[config.mk]
export PLATFORM = sky130hd
export DESIGN_NAME = rv_decoder
export DESIGN_NICKNAME = d
export VERILOG_FILES = /design/src/common/rv_ctrl_pkg.sv /design/src/common/rv_isa_pkg.sv /design/src/design/control_decode.sv /design/src/design/decode_register.sv /design/src/design/imm_gen.sv /design/src/design/rv_decoder.sv
export SDC_FILE = /design/constraint.sdc
export NUM_CORES = 1
export LEC_CHECK = 0
export ABC_CLOCK_PERIOD_IN_PS = 1850
export BUFFER_PORTS_ARGS = -buffer_cell sky130_fd_sc_hd__clkbuf_2
export CORE_UTILIZATION = 44
export DETAILED_ROUTE_END_ITERATION = 7
export HOLD_SLACK_MARGIN = 0.06
export MAX_ROUTING_LAYER = met4
export PLACE_DENSITY = 0.75
export SYNTH_ARGS = -nofsm -noshare
export SYNTH_HDL_FRONTEND = slang
export SYNTH_SLANG_ARGS = --single-unit
[constraint.sdc]
create_clock -name clk -period 1.85 [get_ports clk]
set_clock_uncertainty 0.1 [all_clocks]
set_input_delay 0.0925 -clock clk [delete_from_list [all_inputs] [get_ports clk]]
set_output_delay 0.0925 -clock clk [all_outputs]
set_load 0.005 [all_outputs]
[src/common/rv_ctrl_pkg.sv]
package rv_ctrl_pkg;

	typedef enum logic [3:0] {
		ALU_ADD = 4'd0,
		ALU_SUB,
		ALU_INC,  // Return address, PC plus 4
		ALU_SEQ,
		ALU_SNE,
		ALU_SLT,
		ALU_SGE,
		ALU_SLTU,
		ALU_SGEU,
		ALU_XOR,
		ALU_OR,
		ALU_AND,
		ALU_SLL,
		ALU_SRL,
		ALU_SRA
	} alu_op_e;

	// Nine members do not fit in three bits
	typedef enum logic [3:0] {
		MEM_NONE = 4'd0,
		MEM_LB,
		MEM_LH,
		MEM_LW,
		MEM_LBU,
		MEM_LHU,
		MEM_SB,
		MEM_SH,
		MEM_SW
	} mem_op_e;

	typedef enum logic [1:0] {
		UMULL,   // Low word, same for any signedness
		SMULH,
		SUMULH,
		UMULH
	} mul_op_e;

	typedef enum logic [1:0] {
		SDIV,
		UDIV,
		SREM,
		UREM
	} div_op_e;

	typedef enum logic [2:0] {
		SEL_ALU = 3'd0,
		SEL_MEM,
		SEL_MUL,
		SEL_DIV
	} wb_src_e;

endpackage

[src/common/rv_isa_pkg.sv]
package rv_isa_pkg;

	localparam int XLEN       = 32;
	localparam int REG_ADDR_W = 5;
	localparam int OPCODE_W   = 7;
	localparam int FUNCT3_W   = 3;
	localparam int FUNCT7_W   = 7;

	typedef enum logic [OPCODE_W-1:0] {
		LUI      = 7'b0110111,
		AUIPC    = 7'b0010111,
		JAL      = 7'b1101111,
		JALR     = 7'b1100111,
		BRANCH   = 7'b1100011,
		LOAD     = 7'b0000011,
		STORE    = 7'b0100011,
		OP_IMM   = 7'b0010011,
		OP       = 7'b0110011,
		MISC_MEM = 7'b0001111,
		SYSTEM   = 7'b1110011
	} opcode_e;

	// Branch compares
	localparam logic [FUNCT3_W-1:0] F3_BEQ  = 3'b000;
	localparam logic [FUNCT3_W-1:0] F3_BNE  = 3'b001;
	localparam logic [FUNCT3_W-1:0] F3_BLT  = 3'b100;
	localparam logic [FUNCT3_W-1:0] F3_BGE  = 3'b101;
	localparam logic [FUNCT3_W-1:0] F3_BLTU = 3'b110;
	localparam logic [FUNCT3_W-1:0] F3_BGEU = 3'b111;

	localparam logic [FUNCT3_W-1:0] F3_LB  = 3'b000;
	localparam logic [FUNCT3_W-1:0] F3_LH  = 3'b001;
	localparam logic [FUNCT3_W-1:0] F3_LW  = 3'b010;
	localparam logic [FUNCT3_W-1:0] F3_LBU = 3'b100;
	localparam logic [FUNCT3_W-1:0] F3_LHU = 3'b101;
	localparam logic [FUNCT3_W-1:0] F3_SB  = 3'b000;
	localparam logic [FUNCT3_W-1:0] F3_SH  = 3'b001;
	localparam logic [FUNCT3_W-1:0] F3_SW  = 3'b010;

	// Shared by OP_IMM and OP, the shifts and ADD/SUB are split by funct7
	localparam logic [FUNCT3_W-1:0] F3_ADD  = 3'b000;
	localparam logic [FUNCT3_W-1:0] F3_SLL  = 3'b001;
	localparam logic [FUNCT3_W-1:0] F3_SLT  = 3'b010;
	localparam logic [FUNCT3_W-1:0] F3_SLTU = 3'b011;
	localparam logic [FUNCT3_W-1:0] F3_XOR  = 3'b100;
	localparam logic [FUNCT3_W-1:0] F3_SRL  = 3'b101;
	localparam logic [FUNCT3_W-1:0] F3_OR   = 3'b110;
	localparam logic [FUNCT3_W-1:0] F3_AND  = 3'b111;

	localparam logic [FUNCT3_W-1:0] F3_MUL    = 3'b000;
	localparam logic [FUNCT3_W-1:0] F3_MULH   = 3'b001;
	localparam logic [FUNCT3_W-1:0] F3_MULHSU = 3'b010;
	localparam logic [FUNCT3_W-1:0] F3_MULHU  = 3'b011;
	localparam logic [FUNCT3_W-1:0] F3_DIV    = 3'b100;
	localparam logic [FUNCT3_W-1:0] F3_DIVU   = 3'b101;
	localparam logic [FUNCT3_W-1:0] F3_REM    = 3'b110;
	localparam logic [FUNCT3_W-1:0] F3_REMU   = 3'b111;

	localparam logic [FUNCT3_W-1:0] F3_JALR  = 3'b000;
	localparam logic [FUNCT3_W-1:0] F3_FENCE = 3'b000;

	localparam logic [FUNCT7_W-1:0] FUNCT7_BASE   = 7'b0000000;
	localparam logic [FUNCT7_W-1:0] FUNCT7_ALT    = 7'b0100000;
	localparam logic [FUNCT7_W-1:0] FUNCT7_MULDIV = 7'b0000001;

	localparam logic [XLEN-1:0] INST_ECALL  = 32'h0000_0073;
	localparam logic [XLEN-1:0] INST_EBREAK = 32'h0010_0073;

	typedef enum logic [2:0] {
		IMM_NONE,
		IMM_I,
		IMM_S,
		IMM_B,
		IMM_U,
		IMM_J
	} imm_fmt_e;

endpackage

[src/design/control_decode.sv]
`timescale 1ns/1ps

module control_decode import rv_isa_pkg::*, rv_ctrl_pkg::*; #(
	parameter bit HAS_MEXT = 1'b1
) (
	input  logic [XLEN-1:0]       inst,

	output imm_fmt_e              imm_fmt,
	output logic [REG_ADDR_W-1:0] rs1_addr,
	output logic [REG_ADDR_W-1:0] rs2_addr,
	output logic [REG_ADDR_W-1:0] rd_addr,
	output logic                  rs1_access,
	output logic                  rs2_access,
	output logic                  rd_access,
	output logic                  sel_pc,
	output logic                  sel_imm,
	output wb_src_e               wb_src,
	output alu_op_e               alu_op,
	output mem_op_e               mem_op,
	output mul_op_e               mul_op,
	output div_op_e               div_op,
	output logic                  jump_ena,
	output logic                  jump_ind,
	output logic                  jump_alw,
	output logic                  illegal_inst
);

	opcode_e             opcode;
	logic [FUNCT3_W-1:0] funct3;
	logic [FUNCT7_W-1:0] funct7;

	assign opcode   = opcode_e'(inst[OPCODE_W-1:0]);
	assign funct3   = inst[14:12];
	assign funct7   = inst[31:25];
	assign rs1_addr = inst[19:15];
	assign rs2_addr = inst[24:20];
	assign rd_addr  = inst[11:7];

	// The variant is resolved first, the common fields only once the encoding proved legal
	always_comb begin
		imm_fmt      = IMM_NONE;
		rs1_access   = 1'b0;
		rs2_access   = 1'b0;
		rd_access    = 1'b0;
		sel_pc       = 1'b0;
		sel_imm      = 1'b0;
		wb_src       = SEL_ALU;
		alu_op       = ALU_ADD;
		mem_op       = MEM_NONE;
		mul_op       = UMULL;
		div_op       = SDIV;
		jump_ena     = 1'b0;
		jump_ind     = 1'b0;
		jump_alw     = 1'b0;
		illegal_inst = 1'b0;

		case (opcode)
			LUI, AUIPC: begin
				imm_fmt   = IMM_U;
				rd_access = 1'b1;
				sel_imm   = 1'b1;
				sel_pc    = (opcode == AUIPC);
			end
			JAL: begin
				imm_fmt   = IMM_J;
				rd_access = 1'b1;
				sel_pc    = 1'b1;
				alu_op    = ALU_INC;
				jump_ena  = 1'b1;
				jump_alw  = 1'b1;
			end
			JALR: begin
				if (funct3 == F3_JALR) begin
					imm_fmt    = IMM_I;
					rs1_access = 1'b1;
					rd_access  = 1'b1;
					sel_pc     = 1'b1;
					alu_op     = ALU_INC;
					jump_ena   = 1'b1;
					jump_ind   = 1'b1;
					jump_alw   = 1'b1;
				end else begin
					illegal_inst = 1'b1;
				end
			end
			BRANCH: begin
				case (funct3)
					F3_BEQ:  alu_op = ALU_SEQ;
					F3_BNE:  alu_op = ALU_SNE;
					F3_BLT:  alu_op = ALU_SLT;
					F3_BGE:  alu_op = ALU_SGE;
					F3_BLTU: alu_op = ALU_SLTU;
					F3_BGEU: alu_op = ALU_SGEU;
					default: illegal_inst = 1'b1;
				endcase
				if (!illegal_inst) begin
					imm_fmt    = IMM_B;
					rs1_access = 1'b1;
					rs2_access = 1'b1;
					jump_ena   = 1'b1;
				end else begin
					alu_op = ALU_ADD;
				end
			end
			LOAD: begin
				case (funct3)
					F3_LB:   mem_op = MEM_LB;
					F3_LH:   mem_op = MEM_LH;
					F3_LW:   mem_op = MEM_LW;
					F3_LBU:  mem_op = MEM_LBU;
					F3_LHU:  mem_op = MEM_LHU;
					default: illegal_inst = 1'b1;
				endcase
				if (!illegal_inst) begin
					imm_fmt    = IMM_I;
					rs1_access = 1'b1;
					rd_access  = 1'b1;
					sel_imm    = 1'b1;
					wb_src     = SEL_MEM;
				end
			end
			STORE: begin
				case (funct3)
					F3_SB:   mem_op = MEM_SB;
					F3_SH:   mem_op = MEM_SH;
					F3_SW:   mem_op = MEM_SW;
					default: illegal_inst = 1'b1;
				endcase
				if (!illegal_inst) begin
					imm_fmt    = IMM_S;
					rs1_access = 1'b1;
					rs2_access = 1'b1;
					sel_imm    = 1'b1;
					wb_src     = SEL_MEM;  // Stores also select the memory path while rd_access stays low
				end
			end
			OP_IMM: begin
				case (funct3)
					F3_ADD:  alu_op = ALU_ADD;
					F3_SLT:  alu_op = ALU_SLT;
					F3_SLTU: alu_op = ALU_SLTU;
					F3_XOR:  alu_op = ALU_XOR;
					F3_OR:   alu_op = ALU_OR;
					F3_AND:  alu_op = ALU_AND;
					F3_SLL:  begin
						if (funct7 == FUNCT7_BASE) alu_op = ALU_SLL;
						else illegal_inst = 1'b1;
					end
					default: begin
						if (funct7 == FUNCT7_BASE) alu_op = ALU_SRL;
						else if (funct7 == FUNCT7_ALT) alu_op = ALU_SRA;
						else illegal_inst = 1'b1;
					end
				endcase
				if (!illegal_inst) begin
					imm_fmt    = IMM_I;
					rs1_access = 1'b1;
					rd_access  = 1'b1;
					sel_imm    = 1'b1;
				end
			end
			OP: begin
				case (funct7)
					FUNCT7_BASE: begin
						case (funct3)
							F3_ADD:  alu_op = ALU_ADD;
							F3_SLL:  alu_op = ALU_SLL;
							F3_SLT:  alu_op = ALU_SLT;
							F3_SLTU: alu_op = ALU_SLTU;
							F3_XOR:  alu_op = ALU_XOR;
							F3_SRL:  alu_op = ALU_SRL;
							F3_OR:   alu_op = ALU_OR;
							default: alu_op = ALU_AND;
						endcase
					end
					FUNCT7_ALT: begin
						if (funct3 == F3_ADD) alu_op = ALU_SUB;
						else if (funct3 == F3_SRL) alu_op = ALU_SRA;
						else illegal_inst = 1'b1;
					end
					FUNCT7_MULDIV: begin
						if (!HAS_MEXT) begin
							illegal_inst = 1'b1;
						end else if (funct3[2]) begin
							wb_src = SEL_DIV;
							div_op = div_op_e'(funct3[1:0]);  // DIV, DIVU, REM, REMU in funct3 order
						end else begin
							wb_src = SEL_MUL;
							mul_op = mul_op_e'(funct3[1:0]);
						end
					end
					default: illegal_inst = 1'b1;
				endcase
				if (!illegal_inst) begin
					rs1_access = 1'b1;
					rs2_access = 1'b1;
					rd_access  = 1'b1;
				end
			end
			MISC_MEM: illegal_inst = (funct3 != F3_FENCE);
			SYSTEM:   illegal_inst = (inst != INST_ECALL) && (inst != INST_EBREAK);
			default:  illegal_inst = 1'b1;
		endcase
	end

endmodule

[src/design/decode_register.sv]
`timescale 1ns/1ps

module decode_register import rv_isa_pkg::*, rv_ctrl_pkg::*; (
	input  logic                  clk,
	input  logic                  rst,
	input  logic                  inst_valid,

	input  logic [XLEN-1:0]       immediate_d,
	input  logic [REG_ADDR_W-1:0] rs1_addr_d,
	input  logic [REG_ADDR_W-1:0] rs2_addr_d,
	input  logic [REG_ADDR_W-1:0] rd_addr_d,
	input  logic                  rs1_access_d,
	input  logic                  rs2_access_d,
	input  logic                  rd_access_d,
	input  logic                  sel_pc_d,
	input  logic                  sel_imm_d,
	input  wb_src_e               wb_src_d,
	input  alu_op_e               alu_op_d,
	input  mem_op_e               mem_op_d,
	input  mul_op_e               mul_op_d,
	input  div_op_e               div_op_d,
	input  logic                  jump_ena_d,
	input  logic                  jump_ind_d,
	input  logic                  jump_alw_d,
	input  logic                  illegal_inst_d,

	output logic [XLEN-1:0]       immediate,
	output logic [REG_ADDR_W-1:0] rs1_addr,
	output logic [REG_ADDR_W-1:0] rs2_addr,
	output logic [REG_ADDR_W-1:0] rd_addr,
	output logic                  rs1_access,
	output logic                  rs2_access,
	output logic                  rd_access,
	output logic                  sel_pc,
	output logic                  sel_imm,
	output wb_src_e               wb_src,
	output alu_op_e               alu_op,
	output mem_op_e               mem_op,
	output mul_op_e               mul_op,
	output div_op_e               div_op,
	output logic                  jump_ena,
	output logic                  jump_ind,
	output logic                  jump_alw,
	output logic                  illegal_inst,
	output logic                  dec_valid
);

	always_ff @(posedge clk) begin
		if (rst) begin
			immediate    <= '0;
			rs1_addr     <= '0;
			rs2_addr     <= '0;
			rd_addr      <= '0;
			rs1_access   <= 1'b0;
			rs2_access   <= 1'b0;
			rd_access    <= 1'b0;
			sel_pc       <= 1'b0;
			sel_imm      <= 1'b0;
			wb_src       <= SEL_ALU;
			alu_op       <= ALU_ADD;
			mem_op       <= MEM_NONE;
			mul_op       <= UMULL;
			div_op       <= SDIV;
			jump_ena     <= 1'b0;
			jump_ind     <= 1'b0;
			jump_alw     <= 1'b0;
			illegal_inst <= 1'b0;
			dec_valid    <= 1'b0;
		end else begin
			// Fields load every cycle, only the valid bit follows inst_valid
			immediate    <= immediate_d;
			rs1_addr     <= rs1_addr_d;
			rs2_addr     <= rs2_addr_d;
			rd_addr      <= rd_addr_d;
			rs1_access   <= rs1_access_d;
			rs2_access   <= rs2_access_d;
			rd_access    <= rd_access_d;
			sel_pc       <= sel_pc_d;
			sel_imm      <= sel_imm_d;
			wb_src       <= wb_src_d;
			alu_op       <= alu_op_d;
			mem_op       <= mem_op_d;
			mul_op       <= mul_op_d;
			div_op       <= div_op_d;
			jump_ena     <= jump_ena_d;
			jump_ind     <= jump_ind_d;
			jump_alw     <= jump_alw_d;
			illegal_inst <= illegal_inst_d;
			dec_valid    <= inst_valid;
		end
	end

	// An indirect jump is always taken
	assert property (@(posedge clk) disable iff (rst) jump_ind |-> jump_alw)
		else $error("jump_ind set without jump_alw");

	assert property (@(posedge clk) disable iff (rst) jump_alw |-> rd_access)
		else $error("Unconditional jump does not write a link register");

	assert property (@(posedge clk) disable iff (rst)
		(mem_op != MEM_NONE) == (wb_src == SEL_MEM))
		else $error("mem_op and wb_src disagree on a memory access");

	assert property (@(posedge clk) rst |=> !dec_valid)
		else $error("dec_valid high right after reset");

endmodule

[src/design/imm_gen.sv]
`timescale 1ns/1ps

module imm_gen import rv_isa_pkg::*; (
	input  logic [XLEN-1:0] inst,
	input  imm_fmt_e        imm_fmt,
	output logic [XLEN-1:0] immediate
);

	logic sign;

	assign sign = inst[31];

	always_comb begin
		case (imm_fmt)
			IMM_I:   immediate = {{(XLEN-11){sign}}, inst[30:20]};
			IMM_S:   immediate = {{(XLEN-11){sign}}, inst[30:25], inst[11:7]};
			// Branch and jump offsets count in halfwords, bit 0 is always zero
			IMM_B:   immediate = {{(XLEN-12){sign}}, inst[7], inst[30:25], inst[11:8], 1'b0};
			IMM_U:   immediate = {inst[31:12], 12'h000};
			IMM_J:   immediate = {{(XLEN-20){sign}}, inst[19:12], inst[20], inst[30:21], 1'b0};
			default: immediate = '0;
		endcase
	end

endmodule

[src/design/rv_decoder.sv]
`timescale 1ns/1ps

module rv_decoder import rv_isa_pkg::*, rv_ctrl_pkg::*; #(
	parameter bit HAS_MEXT = 1'b1
) (
	input  logic                  clk,
	input  logic                  rst,
	input  logic [XLEN-1:0]       inst,
	input  logic                  inst_valid,

	output logic [XLEN-1:0]       immediate,
	output logic [REG_ADDR_W-1:0] rs1_addr,
	output logic [REG_ADDR_W-1:0] rs2_addr,
	output logic [REG_ADDR_W-1:0] rd_addr,
	output logic                  rs1_access,
	output logic                  rs2_access,
	output logic                  rd_access,
	output logic                  sel_pc,
	output logic                  sel_imm,
	output wb_src_e               wb_src,
	output alu_op_e               alu_op,
	output mem_op_e               mem_op,
	output mul_op_e               mul_op,
	output div_op_e               div_op,
	output logic                  jump_ena,
	output logic                  jump_ind,
	output logic                  jump_alw,
	output logic                  illegal_inst,
	output logic                  dec_valid
);

	imm_fmt_e              imm_fmt;
	logic [XLEN-1:0]       immediate_d;
	logic [REG_ADDR_W-1:0] rs1_addr_d;
	logic [REG_ADDR_W-1:0] rs2_addr_d;
	logic [REG_ADDR_W-1:0] rd_addr_d;
	logic                  rs1_access_d;
	logic                  rs2_access_d;
	logic                  rd_access_d;
	logic                  sel_pc_d;
	logic                  sel_imm_d;
	wb_src_e               wb_src_d;
	alu_op_e               alu_op_d;
	mem_op_e               mem_op_d;
	mul_op_e               mul_op_d;
	div_op_e               div_op_d;
	logic                  jump_ena_d;
	logic                  jump_ind_d;
	logic                  jump_alw_d;
	logic                  illegal_inst_d;

	control_decode #(
		.HAS_MEXT(HAS_MEXT)
	) u_control_decode (
		.inst        (inst),
		.imm_fmt     (imm_fmt),
		.rs1_addr    (rs1_addr_d),
		.rs2_addr    (rs2_addr_d),
		.rd_addr     (rd_addr_d),
		.rs1_access  (rs1_access_d),
		.rs2_access  (rs2_access_d),
		.rd_access   (rd_access_d),
		.sel_pc      (sel_pc_d),
		.sel_imm     (sel_imm_d),
		.wb_src      (wb_src_d),
		.alu_op      (alu_op_d),
		.mem_op      (mem_op_d),
		.mul_op      (mul_op_d),
		.div_op      (div_op_d),
		.jump_ena    (jump_ena_d),
		.jump_ind    (jump_ind_d),
		.jump_alw    (jump_alw_d),
		.illegal_inst(illegal_inst_d)
	);

	imm_gen u_imm_gen (
		.inst     (inst),
		.imm_fmt  (imm_fmt),
		.immediate(immediate_d)
	);

	// Port names line up one to one with the wires above
	decode_register u_decode_register (.*);

endmodule

; ---- After elaboration in Yosys (flattened, before gate mapping)
; Cells that the tools add are included.
[word_totals]
ff_bits = 72
out_inout_bits = 72
inputBits = 35
[op_classes]
reduce_logical = 14
bitwise = 4
n_eq_ne = 27
muxes = 56
[op_table]
columns = operator, n
row1 = one-hot mux 32 bit (5 select lines), 1
row2 = one-hot mux 4 bit (7 select lines), 2
row3 = "!= test 32 x 21 -> 1 bit, second input constant", 1
row4 = "!= test 32 x 7 -> 1 bit, second input constant", 1
row5 = "== test 7 x 6 -> 1 bit, second input constant", 4
row6 = "== test 7 bit, second input constant", 4
row7 = 2-to-1 mux 1 bit, 25
row8 = 2-to-1 mux 4 bit, 6
row9 = one-hot mux 4 bit (6 select lines), 1
row10 = one-hot mux 3 bit (7 select lines), 1
row11 = one-hot mux 4 bit (5 select lines), 1
row12 = "== test 3 bit, second input constant", 6
row13 = one-hot mux 4 bit (2 select lines), 2
row14 = one-hot mux 3 bit (5 select lines), 1
row15 = "== test 7 x 5 -> 1 bit, second input constant", 2
row16 = "== test 3 x 2 -> 1 bit, second input constant", 4
row17 = one-hot mux 4 bit (3 select lines), 1
row18 = OR reduction 6 bit, 2
row19 = one-hot mux 1 bit (3 select lines), 3
row20 = one-hot mux 1 bit (9 select lines), 1
row21 = one-hot mux 3 bit (3 select lines), 1
row22 = OR reduction 4 bit, 2
row23 = "== test 7 x 1 -> 1 bit, second input constant", 1
row24 = "== test 7 x 2 -> 1 bit, second input constant", 1
row25 = 16 further kinds, 27

; ---- Logic depth before layout (Yosys ltp)
; Gate-level depths: netlist of the first run.
[depth]
ltp_word = 9
depth_mapped = 8
ltp_nobuf = 5

; ---- Cells and area by module
; From an unflattened synthesis of the first run, not the netlist that was laid out.
[hier_totals]
hier_cells = 369
area_unflattened_um2 = 3380.7
[modules_own_cells]
columns = module, cells_each, area_each_um2, instances, seq_area_each_um2
row1 = decode_register, 152, 1981.9, 1, 1441.4
row2 = control_decode, 163, 992.2, 1, 0.0
row3 = imm_gen, 54, 406.6, 1, 0.0

; ---- Least setup slack after synthesis of the first run
; No wires, ideal clock.
[synth_path]
path_type = input-to-reg
start = input inst[26]
end = register u_decode_register.immediate[30]
path_slack_ns = 0.090
path_stages = 6
arrival_time_ns = 1.594
required_time_ns = 1.684
cell_sequence = or4_4 o311a_4 o22a_4 a31o_4 buf_6 a21oi_2
[synth_between]
elab_chain_cells = 9
[synth_lines]
columns = item, line
row1 = "start, declared", rv_decoder.sv:8  ; input logic [XLEN-1:0] inst,
row2 = == test 7 x 6 -> 1 bit, control_decode.sv:151  ; else if (funct7 == FUNCT7_ALT) alu_op = ALU_SRA;
row3 = 2-to-1 mux 1 bit, control_decode.sv:151
row4 = 2-to-1 mux 1 bit, control_decode.sv:150  ; if (funct7 == FUNCT7_BASE) alu_op = ALU_SRL;
row5 = one-hot mux 1 bit (2 select lines) (*), control_decode.sv:138  ; case (funct3)
row6 = 2-to-1 mux 1 bit (*), control_decode.sv:57  ; case (opcode)
row7 = 2-to-1 mux 1 bit (*), control_decode.sv:155  ; if (!illegal_inst) begin
row8 = one-hot mux 3 bit (7 select lines) (*), control_decode.sv:57
row9 = "== test 3 bit, or another cell as far along", imm_gen.sv:14  ; case (imm_fmt)
row10 = one-hot mux 32 bit (5 select lines) (*), imm_gen.sv:14
row11 = "end signal, assigned", decode_register.sv:71  ; immediate <= immediate_d;
row12 = "end, declared", decode_register.sv:27  ; output logic [XLEN-1:0] immediate,
; Every way passes the cells marked *; elsewhere a longest branch is shown, timed or not. The select of a mux whose other input is x is not followed.
; A chain may end at the register's enable or synchronous reset.

; ---- Worst setup path after layout of the first run
[layout_path]
start = input inst[16]
end = register u_decode_register.illegal_inst
[layout_between]
elab_chain_cells = 3
[layout_lines]
columns = item, line
row1 = != test 32 x 7 -> 1 bit / != test 32 x 21 -> 1 bit (equally long branches), control_decode.sv:201  ; SYSTEM: illegal_inst = (inst != INST_ECALL) && (inst != INST_EBREAK);
row2 = logical AND 1 bit (*), control_decode.sv:201
row3 = one-hot mux 1 bit (9 select lines) (*), control_decode.sv:57
row4 = "end signal, assigned", decode_register.sv:88  ; illegal_inst <= illegal_inst_d;
row5 = "end, declared", decode_register.sv:44  ; output logic illegal_inst,
; Every way passes the cells marked *; elsewhere a longest branch is shown, timed or not.

==> results.py, run 1 <==
metrics = {
    "status": {
        "outcome": "complete, but fails checks",
        "violations": "design-rule violations",
    },
    "synth": {
        "synth_cells": 338,
        "netlist_area_um2": 2980,
        "synth_edf_count": 0,
        "synth-seq-area-share_pct": 47.8,
        "yosysWarningCount": 0,
        "ys.flop_type": "dfxtp_1",
        "synth_cell_type_count": 62,
        "syn_nets": 373,
        "ys_ff_latch": 71,
        "postSynthAreaPerCell_um2": 8.80,
        "synth-async-reset-ratio_pct": 0,
    },
    "timing": {
        "rsz0062_at_grt": "false",
        "period_share_pct": 94.2,
        "finalHoldViolCount": 0,
        "setup-tns-final_ps": 0,
        "fin_crit_ps": 1740,
        "fin_ws_ps": 107,
        "timing.fmax_mhz": 574,
        "timing.slew.headroom_pct": 49.9,
        "worst_pin_slew_ps": 745,
        "finalSetupViolations": 0,
        "drv_slew": 0,
    },
    "clock_tree": {
        "cts_tree": "done",
        "cts_max_level": 3,
        "clkTransAtPathRegs_ps": 80,
        "cts_num_sinks": 71,
        "root_buffer": "clkbuf_8",
        "clock_path_buffers": 2,
        "numCtsBuffers": 9,
    },
    "final_layout": {
        "drive_gt1_share_pct": 39.3,
        "diodes": 0,
        "final_cell_mix": "clkbuf_2 (104), dfxtp_1 (71), buf_4 (58)",
        "fillCellCount": 502,
        "final-seq-area_um2": 1420,
        "finish.instance_area_um2": 4410,
        "nets": 550,
        "syn_to_final_growth_pct": 48.1,
        "multi_input_area_um2": 1440,
        "final_cell_count_no_fill": 596,
        "final_common_cell": "clkbuf_2",
    },
    "power": {
        "seqPwrFrac_pct": 49.1,
        "clockPowerShare_pct": 38.0,
        "total_power_mw": 3.19,
        "p_leak_nw": 2.01,
        "p_switching_mw": 0.822,
        "vdd_drop_max_mv": 0.505,
        "power.internal_mw": 2.36,
        "swShare_pct": 25.8,
        "pwr-share-comb_pct": 12.9,
        "p_per_area_nw_per_um2": 723,
    },
    "route": {
        "drcViolationCount": 14,
        "vias": 3252,
        "final_antenna_net_count": 0,
        "first_pass_iters": 7,
        "totalWireLength_um": 9800,
        "wire_per_inst_um": 16.4,
        "drtIter0Drc": 227,
        "viasPerCell": 5.46,
    },
    "place": {
        "place_area_um2": 3930,
        "io_buffers": 105,
        "dp_cells": 555,
        "pre_cts_ws_ps": -91.1,
        "place_hpwl_um": 6820,
        "place.gp.congestion": 0.899,
    },
    "grt": {
        "grt_pass1_wl_um": 15000,
        "grt_pass1_vias": 3065,
        "grt_max_degree": 17,
        "antenna_found_initial": 0,
        "grtUsageTotal_pct": 28.1,
        "grt.overflow.total": 0,
    },
    "worst_setup_path": {
        "critPathRequiredTime_ps": 1970,
        "critPathTopFamily": "buffers and inverters",
        "max_stage_delay_ps": 560,
        "critPathArrivalTime_ps": 1860,
        "startpoint_type": "input pin",
        "critPathKind": "in2reg",
        "cpMaxStageDelayCell": "dlygate4sd3_1",
        "end_kind": "register",
        "crit_chain": "dlygate4sd3_1, clkbuf_2, nor4_1, and3_1, a31oi_1, a2111oi_1, a31oi_1",
        "cp_num_buf_inv": 2,
        "crit_top_cell": "a31oi_1",
        "crit_fanout": 3,
    },
    "floorplan": {
        "core_um2": 6420,
        "die_w_um": 84.2,
        "start_util_pct": 46.3,
        "io_pins": 107,
        "rows": 29,
        "die_area_um2": 7090,
        "die_y_um": 84.2,
    },
    "job": {
        "maxCapViolCount": 0,
    },
    "hold_path": {
        "hp-class": "in2reg",
    },
}
power groups by stage:
stage,registers (mW),clock network [mW],logic (mW)
2_1_floorplan,1.60,0,0.159
3_3_place_gp,1.60,0,0.349
3_5_place_dp,1.60,0,0.351
4_1_cts,1.56,1.22,0.395
5_1_grt,1.56,1.28,0.440
6_report,1.56,1.21,0.411
final timing paths:
check                start                               to  slack, ps  depth (start not counted)
setup / recovery  inst[16]   u_decode_register.illegal_inst        110                          7
hold / removal    inst[31]  u_decode_register.immediate[31]         70                          4
worst min-delay path: stages:
cell      delay, ps
clkbuf_2        110
buf_4           160
inv_1            80
nor2_2           40
cell usage after synthesis, drive strengths merged, types with 3 or more instances:
library cell | count | area (µm²)
dfxtp | 71 | 1420
a31oi | 6 | 37.5
a211oi | 3 | 22.5
o22ai | 3 | 18.8
nor2 | 22 | 85.1
or2 | 4 | 25.0
a21oi | 38 | 224
and2 | 7 | 43.8
and3 | 3 | 18.8
nand2 | 40 | 150
inv | 10 | 37.5
or4 | 3 | 26.3
nand2b | 5 | 31.3
nand4 | 5 | 37.5
nor3 | 14 | 70.1
nand3 | 6 | 30.0
buf | 9 | 53.8
o21ai | 10 | 50.1
clkbuf | 13 | 48.8
nor2b | 22 | 138
nor4 | 5 | 37.5
kinds of logic after synthesis:
kind of cell               after synthesis  synth area share (%)
other                                    1                 0.126
xor gates and xnor gates                 2                 0.589
adders and majority gates                1                 0.336
buffers and inverters                   32                  4.71
muxes                                    1                 0.378
DFF                                     71                  47.8
AOI/OAI and AO/OA                       84                  19.9
and+or+nand+nor                        146                  26.2
metrics by stage:
stage                     hold slack (ps)  util, %
after global routing                 71.6     68.6
after global placement                201     61.2
after floorplan                      71.9        -
final                                73.1     68.6
after CTS                            63.3     68.0
after detailed placement              208     61.2
flip-flops by register name, indices dropped and copies added (netlist names), 2 cells and up:
name                         count
u_decode_register.wb_src         2
u_decode_register.rd_addr        5
u_decode_register.mem_op         4
u_decode_register.rs1_addr       5
u_decode_register.rs2_addr       5
u_decode_register.immediate     32
u_decode_register.mul_op         2
u_decode_register.div_op         2
u_decode_register.alu_op         4
area by class of cell:
| class | instances | share of cell area (%) |
|---|---|---|
| flip-flops and latches | 71 | 32.3 |
| clock buffers | 9 | 2.81 |
| repair buffers | 188 | 27.9 |
| multi-input cells | 235 | 32.6 |
| clock inverters | 6 | 1.39 |
| well taps | 77 | 2.19 |
| inverters | 10 | 0.852 |
repair_timing:
item                                   CTS  global route
hold buffers                            25             0
gates resized for setup                  0             5
endpoints found under the hold margin   45             0
setup endpoints to repair                0            29
buffers inserted                         0             2
metal layers:
layer / track usage (%) / vias to the layer above / routed length (µm)
li1: - / 1541 / -
met1: 33.7 / 1516 / 4070
met2: 44.9 / 163 / 4730
met3: 6.39 / 32 / 709
met4: 13.2 / 0 / 297
met5: - / - / 0
No activity file was read; power rests on OpenSTA's default activity.
==> inputs of run 2 (changes only) <==
Settings changed: ABC_CLOCK_PERIOD_IN_PS 1850 to 1500, CTS_BUF_LIST set to sky130_fd_sc_hd__clkbuf_16.
Clock period 1.85 ns to 1.5 ns, I/O delays scaled along.
==> run 2 against run 1 <==
Net effect: sequential share of layout area decreased by 4.0 points; critical path depth unchanged; setup slack got worse by 260 ps; sequential power increased by 24%; flip-flop and latch count unchanged; the run ends with design-rule violations, negative setup slack left.
==> results.py, run 2 (synthesis gave the netlist of run 1 again) <==
metrics = {
    "place": {
        "place_hpwl_um": 6990,
        "io_buffers": 105,
        "place_area_um2": 4270,
        "place.gp.congestion": 0.928,
    },
    "final_layout": {
        "syn_to_final_growth_pct": 69.3,
        "diodes": 0,
        "fillCellCount": 423,
        "drive_gt1_share_pct": 48.9,
        "final_common_cell": "clkbuf_2",
        "regMostFlops": "u_decode_register.immediate",
        "multi_input_area_um2": 1590,
        "final_cell_mix": "clkbuf_2 (103), buf_4 (94), dfxtp_1 (71)",
        "finish.instance_area_um2": 5040,
        "final-seq-area_um2": 1420,
        "largest_reg_flops": 32,
        "nets": 592,
    },
    "worst_setup_path": {
        "cp_num_buf_inv": 2,
        "startpoint_type": "input pin",
        "crit_top_cell": "buf_6",
        "critPathTopFamily": "compound AO/OA/AOI/OAI gates",
        "max_stage_delay_ps": 540,
        "end_kind": "register",
        "critPathKind": "in2reg",
        "critPathArrivalTime_ps": 1810,
        "cpMaxStageDelayCell": "or4_4",
        "critPathRequiredTime_ps": 1660,
        "crit_fanout": 6,
        "crit_chain": "buf_6, or4_4, buf_6, o311a_4, o22a_4, a31o_4, a21oi_2",
    },
    "timing": {
        "period_share_pct": 110,
        "finalHoldViolCount": 0,
        "fin_crit_ps": 1650,
        "timing.fmax_mhz": 605,
        "worst_pin_slew_ps": 507,
        "holdWs_ps": 66.3,
        "rsz0062_at_grt": "true",
        "drv_slew": 0,
        "finalSetupViolations": 36,
        "timing.slew.headroom_pct": 65.8,
        "fin_ws_ps": -153,
    },
    "grt": {
        "grt_pass1_wl_um": 17100,
        "grt_max_degree": 19,
        "globalRouteMet1Util_pct": 38.3,
        "grt_busiest_layer": "met2",
        "grt_pass1_vias": 3350,
        "grt.overflow.total": 0,
        "antenna_found_initial": 0,
        "grt.met2_usage_pct": 51.9,
        "grtUsageTotal_pct": 32.1,
        "grt_use_met3_pct": 6.78,
    },
    "route": {
        "drcViolationCount": 15,
        "viasPerCell": 5.47,
        "drtIter0Drc": 387,
        "final_antenna_net_count": 0,
        "totalWireLength_um": 11000,
        "wire_per_inst_um": 17.2,
        "vias": 3493,
        "first_pass_iters": 7,
    },
    "floorplan": {
        "io_pins": 107,
        "die_area_um2": 7090,
        "die_w_um": 84.2,
        "rows": 29,
        "die_y_um": 84.2,
        "core_um2": 6420,
        "start_util_pct": 46.3,
    },
    "clock_tree": {
        "clock_path_buffers": 2,
        "cts_tree": "done",
        "cts_max_level": 3,
        "numCtsBuffers": 9,
        "clkTransAtPathRegs_ps": 60,
        "root_buffer": "clkbuf_16",
        "cts_num_sinks": 71,
    },
    "power": {
        "p_per_area_nw_per_um2": 971,
        "p_leak_nw": 2.29,
        "vdd_drop_max_mv": 0.785,
    },
    "job": {
        "maxCapViolCount": 0,
    },
    "status": {
        "violations": "design-rule violations, negative setup slack",
        "outcome": "complete, but fails checks",
    },
    "hold_path": {
        "hp-class": "in2reg",
    },
}
==> run 2: path summary, 6_finish.rpt <==
check                     from  cells after the start                         endpoint  slack [ps]
worst min-delay path   inst[7]                      3     u_decode_register.rd_addr[0]          70
worst max-delay path  inst[26]                      7  u_decode_register.immediate[25]        -150
==> run 2: area by class of cell <==
| class | instances | share of cell area (%) |
|---|---|---|
| multi-input cells | 236 | 31.6 |
| repair buffers | 229 | 31.0 |
| flip-flops and latches | 71 | 28.2 |
| clock buffers | 9 | 4.47 |
| clock inverters | 7 | 2.09 |
| well taps | 77 | 1.91 |
| inverters | 10 | 0.745 |
==> run 2: layer usage <==
metal / share of wire (%) / routed length (µm)
met5: 0 / 0
met4: 3.5 / 380
met3: 7.1 / 777
met2: 49 / 5360
met1: 41 / 4460
==> run 2: worst min-delay path: stages <==
cell and delay (ps):
clkbuf_2 100, buf_4 130, nor2b_1 140
==> run 2: per-stage QoR <==
step | TNS, ps | cells | setup slack (ps) | util, % | power (mW)
global route | -4590 | 639 | -176 | 78.4 | 5.03
CTS | -2410 | 636 | -131 | 76.8 | 4.85
finish | -3160 | 639 | -153 | 78.4 | 4.89
floorplan | -5980 | 338 | -243 | - | 2.18
detailed placement | -20040 | 594 | -500 | 66.5 | 2.48
global placement | -18840 | 594 | -531 | 66.5 | 2.48
==> run 2: where the power goes <==
part | switching [mW] | leakage, nW | internal [mW] | total, mW
registers | 0.0102 | 0.577 | 1.92 | 1.93
logic | 0.305 | 1.56 | 0.312 | 0.617
clock network | 0.865 | 0.158 | 1.48 | 2.34
total | 1.18 | 2.29 | 3.71 | 4.89
==> run 2: timing repair <==
action	CTS	global route
endpoints found under the setup margin	38	46
buffers inserted	1	3
resized for setup	21	20
pin swaps	17	12
endpoints found under the hold margin	41	0
hold buffers	23	0
gates cloned	2	0
==> inputs of run 3 (changes only) <==
Settings changed: ABC_CLOCK_PERIOD_IN_PS 1500 to 2100, CORE_MARGIN set to 2, CORE_UTILIZATION 44 to 53, PLACE_DENSITY 0.75 to 0.85.
Clock period 1.5 ns to 2.1 ns, I/O delays scaled along.
==> run 3 against run 2 <==
Net effect: cell count down 10%; final area shrank 13%; die area fell by 12%; highest routed layer unchanged; critical path type unchanged; the run now ends clean.
==> results.py, run 3 (synthesis gave the netlist of run 1 again) <==
metrics = {
    "status": {
        "outcome": "complete, no violations",
    },
    "timing": {
        "period_share_pct": 97.3,
        "drv_slew": 0,
        "finalHoldViolCount": 0,
        "timing.slew.headroom_pct": 20.9,
        "setup-tns-final_ps": 0,
        "worst_pin_slew_ps": 1180,
        "timing.fmax_mhz": 489,
        "fin_crit_ps": 2040,
        "finalSetupViolations": 0,
        "rsz0062_at_grt": "false",
    },
    "clock_tree": {
        "clock_path_buffers": 2,
        "clkTransAtPathRegs_ps": 60,
        "numCtsBuffers": 9,
        "cts_max_level": 3,
        "root_buffer": "clkbuf_16",
        "cts_num_sinks": 71,
        "cts_tree": "done",
    },
    "route": {
        "first_pass_iters": 5,
        "viasPerCell": 5.75,
        "vias": 3303,
        "final_antenna_net_count": 0,
        "drcViolationCount": 0,
        "drtIter0Drc": 435,
        "wire_per_inst_um": 18.1,
        "totalWireLength_um": 10400,
    },
    "grt": {
        "grt.overflow.total": 0,
        "grt_pass1_vias": 3094,
        "antenna_found_initial": 1,
        "grt_max_degree": 25,
        "grtUsageTotal_pct": 34.5,
        "grt_pass1_wl_um": 15800,
    },
    "place": {
        "place.gp.congestion": 0.945,
        "place_area_um2": 3780,
        "io_buffers": 105,
        "dp_cells": 531,
        "place_hpwl_um": 6530,
    },
    "job": {
        "maxCapViolCount": 0,
    },
    "final_layout": {
        "final_cell_count_no_fill": 574,
        "final_cell_mix": "clkbuf_2 (105), dfxtp_1 (71), buf_4 (41)",
        "nets": 531,
        "drive_gt1_share_pct": 37.5,
        "fin_util_pct": 79.9,
        "finish.instance_area_um2": 4370,
        "multi_input_area_um2": 1430,
        "fillCellCount": 337,
        "final-seq-area_um2": 1420,
        "regMostFlops": "u_decode_register.immediate",
        "largest_reg_flops": 32,
        "final_common_cell": "clkbuf_2",
        "syn_to_final_growth_pct": 47.0,
    },
    "worst_setup_path": {
        "crit_chain": "dlygate4sd3_1, clkbuf_2, or4_1, nor3_2, a31oi_1, a2111oi_0, a31oi_1",
        "end_kind": "register",
        "critPathKind": "in2reg",
        "critPathRequiredTime_ps": 2200,
        "crit_fanout": 3,
        "cpMaxStageDelayCell": "dlygate4sd3_1",
        "startpoint_type": "input pin",
        "critPathArrivalTime_ps": 2140,
        "crit_top_cell": "a31oi_1",
        "max_stage_delay_ps": 550,
    },
    "power": {
        "pwr-share-comb_pct": 10.1,
        "p_leak_nw": 1.98,
        "swShare_pct": 24.1,
        "seqPwrFrac_pct": 40.4,
        "p_switching_mw": 0.821,
        "clockPowerShare_pct": 49.5,
        "power.internal_mw": 2.58,
        "total_power_mw": 3.41,
        "p_per_area_nw_per_um2": 779,
        "vdd_drop_max_mv": 0.517,
    },
    "floorplan": {
        "die_area_um2": 6230,
        "core_um2": 5470,
        "rows": 27,
        "die_w_um": 78.9,
        "io_pins": 107,
        "start_util_pct": 54.4,
        "die_y_um": 78.9,
    },
    "hold_path": {
        "hp-class": "in2reg",
    },
}
-- run 3: timing repair --
item | CTS | global route
hold endpoints to repair | 38 | 0
endpoints found under the setup margin | 0 | 3
buffers inserted | 0 | 3
resized for setup | 0 | 2
hold buffers | 23 | 0
-- run 3: final timing paths --
| kind | start | cells after the start | to | slack, ps |
|---|---|---|---|---|
| max | inst[9] | 7 | u_decode_register.illegal_inst | 60 |
| min | inst[25] | 3 | u_decode_register.immediate[5] | 70 |
-- run 3: cell type report --
| type | count | share of cell area, % |
|---|---|---|
| clock inverters | 7 | 2.35 |
| inverters | 10 | 0.858 |
| well taps | 72 | 2.06 |
| diodes | 1 | 0.0572 |
| clock buffers | 9 | 5.15 |
| repair buffers | 169 | 24.3 |
| multi-input cells | 235 | 32.7 |
| flip-flops and latches | 71 | 32.5 |
-- run 3: worst max-delay path, delay by kind of cell --
family / cells / cell delay [ps]
AO/OA/AOI/OAI: 3 / 640
AND/OR/NAND/NOR: 2 / 720
buffers and inverters: 2 / 680
-- run 3: metrics by stage --
step / hold WS [ps] / setup slack, ps
after CTS: 65.1 / 9.65
after global placement: 212 / 11.2
final: 67.8 / 56.8
after detailed placement: 247 / -15.8
after floorplan: 84.4 / 327
after global routing: 85.9 / 27.8
-- run 3: routing by layer --
metal / up-vias / global-route usage, % / share of wire, %
li1: 1507 / - / -
met3: 47 / 7.95 / 7.9
met2: 219 / 55.8 / 48
met5: - / - / 0
met1: 1530 / 40.8 / 39
met4: 0 / 16.9 / 4.8
-- run 3: power groups by stage --
stage | clock (mW) | sequential (mW) | combinational (mW)
floorplan | 0 | 1.41 | 0.140
global placement | 0 | 1.41 | 0.290
detailed placement | 0 | 1.41 | 0.291
CTS | 1.68 | 1.38 | 0.326
global route | 1.76 | 1.38 | 0.365
finish | 1.69 | 1.38 | 0.343
